[src/hw/front_macros.svh]
// Front end constants
`ifndef FRONT_MACROS_SVH
`define FRONT_MACROS_SVH

// Event vectors, low byte address of each pair
`define FRONT_VEC_NMI 16'hFFFA
`define FRONT_VEC_RES 16'hFFFC
`define FRONT_VEC_IRQ 16'hFFFE

// Opcode forced into the instruction register on an event
`define FRONT_BRK_OPCODE 8'h00

// Flops per event line synchronizer, two or more
`define FRONT_SYNC_STAGES 2

`endif

[src/hw/frontPkg.sv]
// Front end shared types
`default_nettype none

package frontPkg;

    // Event that won arbitration
    typedef enum logic [2:0] {
        intNone,
        intRes,
        intNmi,
        intIrq
    } intKind;

    // Coarse instruction class from predecode
    typedef enum logic [2:0] {
        clsAlu,     // cc = 01
        clsRmw,     // cc = 10
        clsMisc,    // cc = 00
        clsBranch,  // xxy10000
        clsControl, // BRK, JSR, RTI, RTS
        clsIllegal  // cc = 11
    } instrClass;

    // Fetch control states
    typedef enum logic [1:0] {
        stDecide,
        stFetch,
        stExec
    } frontState;

    // Usual 6502 aaa-bbb-cc split
    typedef struct packed {
        logic [2:0] aaa;
        logic [2:0] bbb;
        logic [1:0] cc;
    } opGroup;

    // Branch layout, flag select and wanted value
    typedef struct packed {
        logic [1:0] flagSel;
        logic       cond;
        logic [4:0] low5;
    } opBranch;

    // One opcode byte, two decodings
    typedef union packed {
        opGroup  grp;
        opBranch br;
    } opFields;

endpackage

`default_nettype wire

[src/hw/interruptArbiter.sv]
// Event line arbiter
`timescale 1ns/100ps
`default_nettype none

`include "front_macros.svh"

module interruptArbiter (
    input  wire logic             rstAll,
    input  wire logic             irqHandled,
    input  wire logic             nmiN,
    input  wire logic             irqN,
    input  wire logic             resN,
    input  wire logic             iMask,
    input  wire logic             intAck,
    input  wire frontPkg::intKind ackKind,
    output logic                  intReq,
    output frontPkg::intKind      reqKind
);

    logic [`FRONT_SYNC_STAGES-1:0] nmiSync; // Shift toward the MSB
    logic [`FRONT_SYNC_STAGES-1:0] irqSync;
    logic [`FRONT_SYNC_STAGES-1:0] resSync;

    logic nmiLine;   // Synchronized levels, active low
    logic irqLine;
    logic resLine;

    logic nmiPrev;   // Last synchronized NMI level
    logic nmiFall;
    logic nmiPend;
    logic resPend;
    logic irqActive;

    // Lines idle high, so the chains reset to ones
    always_ff @(posedge rstAll or posedge irqHandled) begin
        if (irqHandled) begin
            nmiSync <= '1;
            irqSync <= '1;
            resSync <= '1;
        end else begin
            nmiSync <= {nmiSync[`FRONT_SYNC_STAGES-2:0], nmiN};
            irqSync <= {irqSync[`FRONT_SYNC_STAGES-2:0], irqN};
            resSync <= {resSync[`FRONT_SYNC_STAGES-2:0], resN};
        end
    end

    assign nmiLine = nmiSync[`FRONT_SYNC_STAGES-1];
    assign irqLine = irqSync[`FRONT_SYNC_STAGES-1];
    assign resLine = resSync[`FRONT_SYNC_STAGES-1];

    assign nmiFall = nmiPrev & ~nmiLine; // High to low only

    always_ff @(posedge rstAll or posedge irqHandled) begin
        if (irqHandled) begin
            nmiPrev <= 1'b1;
            nmiPend <= 1'b0;
            resPend <= 1'b0;
        end else begin
            nmiPrev <= nmiLine;

            // A fresh edge wins over an acknowledge in the same cycle
            if (nmiFall) begin
                nmiPend <= 1'b1;
            end else if (intAck && ackKind == frontPkg::intNmi) begin
                nmiPend <= 1'b0;
            end

            // RES holds while the line is low
            if (!resLine) begin
                resPend <= 1'b1;
            end else if (intAck && ackKind == frontPkg::intRes) begin
                resPend <= 1'b0;
            end
        end
    end

    assign irqActive = ~irqLine & ~iMask; // Level sensitive, masked by I flag

    // Fixed priority RES > NMI > IRQ
    always_comb begin
        if (resPend) begin
            reqKind = frontPkg::intRes;
        end else if (nmiPend) begin
            reqKind = frontPkg::intNmi;
        end else if (irqActive) begin
            reqKind = frontPkg::intIrq;
        end else begin
            reqKind = frontPkg::intNone;
        end
    end

    assign intReq = resPend | nmiPend | irqActive;

endmodule

`default_nettype wire

[src/hw/opcodePredecode.sv]
// Opcode register and predecode
`timescale 1ns/100ps
`default_nettype none

`include "front_macros.svh"

module opcodePredecode (
    input  wire logic           rstAll,
    input  wire logic           irqHandled,
    input  wire logic           loadOp,
    input  wire logic           forceBrk,
    input  wire logic [7:0]     dataIn,
    output logic                opValid,
    output logic [7:0]          opcode,
    output frontPkg::instrClass opClass,
    output logic [1:0]          opLength,
    output logic [1:0]          branchFlag,
    output logic                branchCond
);

    frontPkg::opFields opReg; // Instruction register
    logic isControl;
    logic isBranch;

    always_ff @(posedge rstAll or posedge irqHandled) begin
        if (irqHandled) begin
            opValid <= 1'b0;
        end else begin
            opValid <= loadOp; // One cycle after the load
        end
    end

    // Event injection replaces the bus byte with BRK
    always_ff @(posedge rstAll) begin
        if (loadOp) begin
            opReg <= forceBrk ? `FRONT_BRK_OPCODE : dataIn;
        end
    end

    assign opcode = opReg;

    // 00, 20, 40, 60
    assign isControl = ~opReg.grp.aaa[2] & (opReg.grp.bbb == 3'b000) & (opReg.grp.cc == 2'b00);
    assign isBranch  = opReg.br.low5 == 5'b10000;

    always_comb begin
        if (isBranch) begin
            opClass = frontPkg::clsBranch;
        end else if (isControl) begin
            opClass = frontPkg::clsControl;
        end else begin
            case (opReg.grp.cc)
                2'b01:   opClass = frontPkg::clsAlu;
                2'b10:   opClass = frontPkg::clsRmw;
                2'b00:   opClass = frontPkg::clsMisc;
                default: opClass = frontPkg::clsIllegal;
            endcase
        end
    end

    // First match wins
    always_comb begin
        if (isControl) begin
            opLength = 2'd1;
        end else if (isBranch) begin
            opLength = 2'd2;
        end else if (opReg.grp.bbb == 3'b011 || opReg.grp.bbb == 3'b111 ||
                     (opReg.grp.cc == 2'b01 && opReg.grp.bbb == 3'b110)) begin
            opLength = 2'd3; // Absolute forms
        end else if (opReg.grp.cc != 2'b01 &&
                     (opReg.grp.bbb == 3'b010 || opReg.grp.bbb == 3'b110)) begin
            opLength = 2'd1; // Implied and accumulator
        end else begin
            opLength = 2'd2;
        end
    end

    assign branchFlag = opReg.br.flagSel; // N, V, C, Z
    assign branchCond = opReg.br.cond;

endmodule

`default_nettype wire

[src/hw/frontCtrl.sv]
// Fetch and event injection control
`timescale 1ns/100ps
`default_nettype none

`include "front_macros.svh"

module frontCtrl (
    input  wire logic             rstAll,
    input  wire logic             irqHandled,
    input  wire logic             dataValid,
    input  wire logic [7:0]       dataIn,
    input  wire logic             rdy,
    input  wire logic             busWrite,
    input  wire logic             instrDone,
    input  wire logic             intReq,
    input  wire frontPkg::intKind reqKind,
    output logic                  fetchReq,
    output logic                  stall,
    output logic                  loadOp,
    output logic                  forceBrk,
    output logic                  intAck,
    output frontPkg::intKind      ackKind,
    output frontPkg::intKind      eventKind,
    output logic [15:0]           vectorAddr,
    output logic                  vectorValid
);

    frontPkg::frontState state;
    logic injLoad;  // Load of a forced BRK, one cycle
    logic fetchHit; // Opcode byte accepted this cycle

    // Reads wait on RDY, writes always proceed
    assign stall = ~rdy & ~busWrite;

    assign fetchHit = (state == frontPkg::stFetch) & dataValid & ~stall;

    assign loadOp   = fetchHit | injLoad;
    assign forceBrk = injLoad;
    assign intAck   = injLoad; // Acknowledge rides on the injection

    always_ff @(posedge rstAll or posedge irqHandled) begin
        if (irqHandled) begin
            state    <= frontPkg::stDecide;
            injLoad  <= 1'b0;
            fetchReq <= 1'b0;
            ackKind  <= frontPkg::intNone;
        end else begin
            injLoad  <= 1'b0;
            fetchReq <= 1'b0;
            case (state)
                frontPkg::stDecide: begin
                    if (intReq) begin
                        injLoad <= 1'b1;
                        ackKind <= reqKind; // Kind held for the vector
                        state   <= frontPkg::stExec;
                    end else begin
                        fetchReq <= 1'b1;
                        state    <= frontPkg::stFetch;
                    end
                end
                frontPkg::stFetch: begin
                    if (fetchHit) begin
                        state <= frontPkg::stExec;
                    end
                end
                frontPkg::stExec: begin
                    if (instrDone) begin
                        state <= frontPkg::stDecide; // Decide on next cycle
                    end
                end
                default: state <= frontPkg::stDecide;
            endcase
        end
    end

    // Updated on every load so it lines up with opValid
    always_ff @(posedge rstAll or posedge irqHandled) begin
        if (irqHandled) begin
            vectorValid <= 1'b0;
            vectorAddr  <= 16'h0000;
            eventKind   <= frontPkg::intNone;
        end else if (loadOp) begin
            if (injLoad) begin
                vectorValid <= 1'b1;
                eventKind   <= ackKind;
                case (ackKind)
                    frontPkg::intRes: vectorAddr <= `FRONT_VEC_RES;
                    frontPkg::intNmi: vectorAddr <= `FRONT_VEC_NMI;
                    default:          vectorAddr <= `FRONT_VEC_IRQ;
                endcase
            end else begin
                // Software BRK shares the IRQ vector
                vectorValid <= dataIn == `FRONT_BRK_OPCODE;
                vectorAddr  <= `FRONT_VEC_IRQ;
                eventKind   <= frontPkg::intNone;
            end
        end
    end

endmodule

`default_nettype wire

[src/hw/cpuFrontEnd.sv]
// CPU front end top level
`timescale 1ns/100ps
`default_nettype none

module cpuFrontEnd (
    input  wire logic           rstAll,
    input  wire logic           irqHandled,
    input  wire logic           nmiN,
    input  wire logic           irqN,
    input  wire logic           resN,
    input  wire logic [7:0]     dataIn,
    input  wire logic           dataValid,
    input  wire logic           rdy,
    input  wire logic           busWrite,
    input  wire logic           instrDone,
    input  wire logic           iMask,
    output logic                fetchReq,
    output logic                stall,
    output logic                opValid,
    output logic [7:0]          opcode,
    output frontPkg::instrClass opClass,
    output logic [1:0]          opLength,
    output logic [1:0]          branchFlag,
    output logic                branchCond,
    output logic [15:0]         vectorAddr,
    output logic                vectorValid,
    output frontPkg::intKind    eventKind
);

    logic             intReq;
    frontPkg::intKind reqKind;
    logic             intAck;
    frontPkg::intKind ackKind;
    logic             loadOp;
    logic             forceBrk;

    interruptArbiter arbiter_i (
        .rstAll     (rstAll),
        .irqHandled (irqHandled),
        .nmiN       (nmiN),
        .irqN       (irqN),
        .resN       (resN),
        .iMask      (iMask),
        .intAck     (intAck),
        .ackKind    (ackKind),
        .intReq     (intReq),
        .reqKind    (reqKind)
    );

    opcodePredecode predecode_i (
        .rstAll     (rstAll),
        .irqHandled (irqHandled),
        .loadOp     (loadOp),
        .forceBrk   (forceBrk),
        .dataIn     (dataIn),
        .opValid    (opValid),
        .opcode     (opcode),
        .opClass    (opClass),
        .opLength   (opLength),
        .branchFlag (branchFlag),
        .branchCond (branchCond)
    );

    frontCtrl ctrl_i (
        .rstAll      (rstAll),
        .irqHandled  (irqHandled),
        .dataValid   (dataValid),
        .dataIn      (dataIn),      // Spots a software BRK
        .rdy         (rdy),
        .busWrite    (busWrite),
        .instrDone   (instrDone),
        .intReq      (intReq),
        .reqKind     (reqKind),
        .fetchReq    (fetchReq),
        .stall       (stall),
        .loadOp      (loadOp),
        .forceBrk    (forceBrk),
        .intAck      (intAck),
        .ackKind     (ackKind),
        .eventKind   (eventKind),
        .vectorAddr  (vectorAddr),
        .vectorValid (vectorValid)
    );

endmodule

`default_nettype wire

[config.mk]
export PLATFORM = sky130hd
export DESIGN_NAME = cpuFrontEnd
export DESIGN_NICKNAME = d
export VERILOG_FILES = /design/src/hw/frontPkg.sv /design/src/hw/interruptArbiter.sv /design/src/hw/opcodePredecode.sv /design/src/hw/frontCtrl.sv /design/src/hw/cpuFrontEnd.sv
export VERILOG_INCLUDE_DIRS = /design/src /design/src/hw
export SDC_FILE = /design/constraint.sdc
export NUM_CORES = 1
export LEC_CHECK = 0
export BUFFER_PORTS_ARGS = -buffer_cell sky130_fd_sc_hd__buf_2
export CAP_MARGIN = 25
export CORE_MARGIN = 1
export CORE_UTILIZATION = 28
export DETAILED_ROUTE_END_ITERATION = 10
export PLACE_DENSITY_LB_ADDON = 0.2
export SLEW_MARGIN = 5
export SYNTH_ARGS = -nofsm -noshare
export SYNTH_HDL_FRONTEND = slang
export SYNTH_HIERARCHICAL = 1
export SYNTH_SLANG_ARGS = --single-unit
[constraint.sdc]
create_clock -name rstAll -period 2.3 [get_ports rstAll]
set_input_delay 0.23 -clock rstAll [delete_from_list [all_inputs] [get_ports rstAll]]
set_output_delay 0.23 -clock rstAll [all_outputs]
set_load 0.05 [all_outputs]
==> results.md <==
- DR DRC count: 0
- Yosys warns: 6
- RSZ-0062 raised after global routing: false
- Worst slew margin: 0.627
- End point of the critical path: opLength[0]
- Hold slack final: 0.0515 ns
- Drt initial violations: 38
- Min-Delay Path Depth: 1
- Gpl congestion: 0.759
- Wire per inst: 12.1 microns
- I/O Buffers: 55
- Initial core utilization: 0.300
- Met1 Use GR: 0.129
- Post-synthesis sequential area ratio: 0.584
- Lkg Pwr: 0.788 nW
- Final min period: 1.77 ns
- VDD IR-drop max: 647 uV
- Max-Cap Viols: 0
- Main synth FF type: dfrtp_1
- First-pass GRT wire length: 4.50 mm
- Total GRT Usage: 0.111
- Grt ovf: 0
- Reg-to-reg critical path endpoint: ctrl_i/ackKind[2]
- TritonCTS sink count: 32
- Post-DP Area: 0.00167 sq mm
- Most used routing layer: met2
- HP Class: primary input to flop
- Reg2Reg Depth: 4
- Setup_tns: 0 ns
- CORE AREA: 0.00485 sq mm
- Met2 Use GR: 0.192
- CTS tree: done
- Worst skew pair latency: 0.28 ns
- Max Root-Sink Buffers: 2
- Pin slew with the least headroom to its limit: 0.559 ns
- Largest net degree at the start of global routing: 17
- Maximum net fanout on the critical path: 6
- Worst setup SP type: flop
- Final Total Pwr: 2.54 mW
- CP endpoint kind: primary output
- Vias in the first global route: 971
- Final Hold Fails: 0
- Die Width: 74.1 microns
- Synth cell types: 36
- Antenna diodes: 0
- Cell Rows: 25
- Synth top area cells: dfrtp_1, edfxtp_1, dfstp_2
- Dpl hpwl: 2.14 mm
- Clk slew on worst S/H paths: 0.07 ns
- Pwr dens: 1450 mW/mm^2
- Post-Syn Area: 0.00146 sq mm
- Met3 usage: 0.0339
- Yosys top cell area share: 0.292
- Critical Path RT: 2.07 ns
- Cells after synthesis: 121
- CP startpoint: predecode_i/opcode[2]
- Synthesized Nets: 139
- Fin. max-slew vios: 0
- Cts bufs inserted: 5
- Post-synth EDFFs: 8
- Critical path type: flop to primary output
- Antenna violations before repair: 0
- H-tree depth: 2
- Via count: 1020
- P&R area growth vs syn: 20.9%
- Worst Skew: 0.00681 ns
- Post-synthesis register bit count: 32
- Root buf cell: clkbuf_8
- FMAX: 0.566 GHz
- Fin area: 0.00176 sq mm
- TritonRoute pass-1 iters: 4
- DIE AREA: 0.00549 sq mm
- Largest area contributor in the netlist: dfrtp_1
- Fin crit share: 0.768
- Share of layout cells above drive strength 1: 0.464
- Post-synthesis average cell area: 12.0 sq um
- Reg-to-Reg Start: arbiter_i/irqSync[1]
- # resized after CTS: 0
- # IOs: 57
- Synth top cells by count: buf_4, dfrtp_1, inv_1, edfxtp_1, nor2b_1
- Remaining antenna violation count after routing: 0
- Most frequent cell after synthesis: buf_4
- Register-to-register setup slack: 0.85 ns
- Status: completed
- FFs w/ async S/R, synth: 0.750
- DIE HEIGHT: 74.1 microns
- Total routed wirelength: 2.82 mm
- Layout Nets: 183
- DR vias/cell: 4.38
- Final setup violation count: 0
- Critical path arrival: 1.54 ns
- Fillers: 513
==> cell families (layout without fill, tap and decap cells) <==
family                 count (synthesis)  count (layout)  share of synthesized area
DFF                                   32              32                      0.584
other                                  2               2                    0.00516
buffers and inverters                 30              75                      0.129
AOI/OAI and AO/OA                     22              22                      0.117
muxes                                  1               1                    0.00774
and+or+nand+nor                       34              34                      0.157
==> stage by stage <==
stage / std cells / setup slack [ns] / utilization
6_report: 233 / 0.533 / 0.363
5_1_grt: 233 / 0.422 / 0.363
4_1_cts: 233 / 0.512 / 0.363
3_5_place_dp: 224 / 0.815 / 0.344
3_3_place_gp: 224 / 0.881 / 0.344
2_1_floorplan: 121 / 0.159 / -
==> registers in the layout (all words and copies together), names as in the netlist, 2 cells and up <==
| signal | flops |
|---|---|
| predecode_i/opcode | 8 |
| ctrl_i/ackKind | 3 |
| ctrl_i/eventKind | 3 |
| ctrl_i/vectorAddr | 3 |
| arbiter_i/irqSync | 2 |
| arbiter_i/nmiSync | 2 |
| arbiter_i/resSync | 2 |
| ctrl_i/state | 2 |
==> report_power, final <==
part	total [mW]	internal, mW	switching [mW]
combinational	1.15	0.301	0.850
sequential	0.991	0.784	0.207
clock	0.401	0.212	0.189
total	2.54	1.30	1.25
==> final cells by class <==
class                   instances  area, sq um  area share
multi-input cells              59          418       0.238
clock buffers                   7         76.3      0.0434
clock inverters                 1         5.00     0.00284
flip-flops and latches         32          850       0.483
inverters                      11         41.3      0.0235
repair buffers                 56          285       0.162
well taps                      67         83.8      0.0477
==> worst max-delay path: stages (launching register included) <==
cell and delay (ns):
edfxtp_1 0.48, nor4_2 0.31, a2bb2oi_1 0.18, buf_2 0.28
==> layout by cell type (no fill, tap or decap), types with 2 or more instances in the layout <==
master and count:
nor4_2 2, dfrtp_1 17, edfxtp_1 8, o32a_1 2, nor3_1 4, o21a_1 2, nor2b_1 8, a21o_1 2
buf_2 55, clkbuf_1 2, a22o_1 3, clkbuf_8 5, nor4_1 2, o21ai_0 6, nor2_1 5, conb_1 2
inv_1 10, or2b_1 2, nand2_1 3, dfstp_2 7
==> worst min-delay path by stage <==
stage               startpoint                    to  slack, ns
detailed placement  irqHandled   predecode_i/opValid       0.09
floorplan           irqHandled   predecode_i/opValid      -0.04
CTS                       resN  arbiter_i/resSync[0]       0.04
global route              resN  arbiter_i/resSync[0]       0.04
finish                    resN  arbiter_i/resSync[0]       0.05
global placement    irqHandled   predecode_i/opValid       0.09
==> routing by layer <==
metal | vias to the layer above | share of wire | wire length (microns)
li1 | 482 | - | -
met4 | 0 | 0.017 | 48
met2 | 36 | 0.49 | 1370
met3 | 5 | 0.063 | 177
met1 | 497 | 0.43 | 1220
met5 | - | 0 | 0
==> repair_timing <==
| item | CTS | global route |
|---|---|---|
| hold buffers | 1 | 0 |
| endpoints found under the hold margin | 3 | 0 |
| setup buffers | 0 | 0 |
| endpoints found under the setup margin | 0 | 0 |
Power figures use the tool's default switching activity.
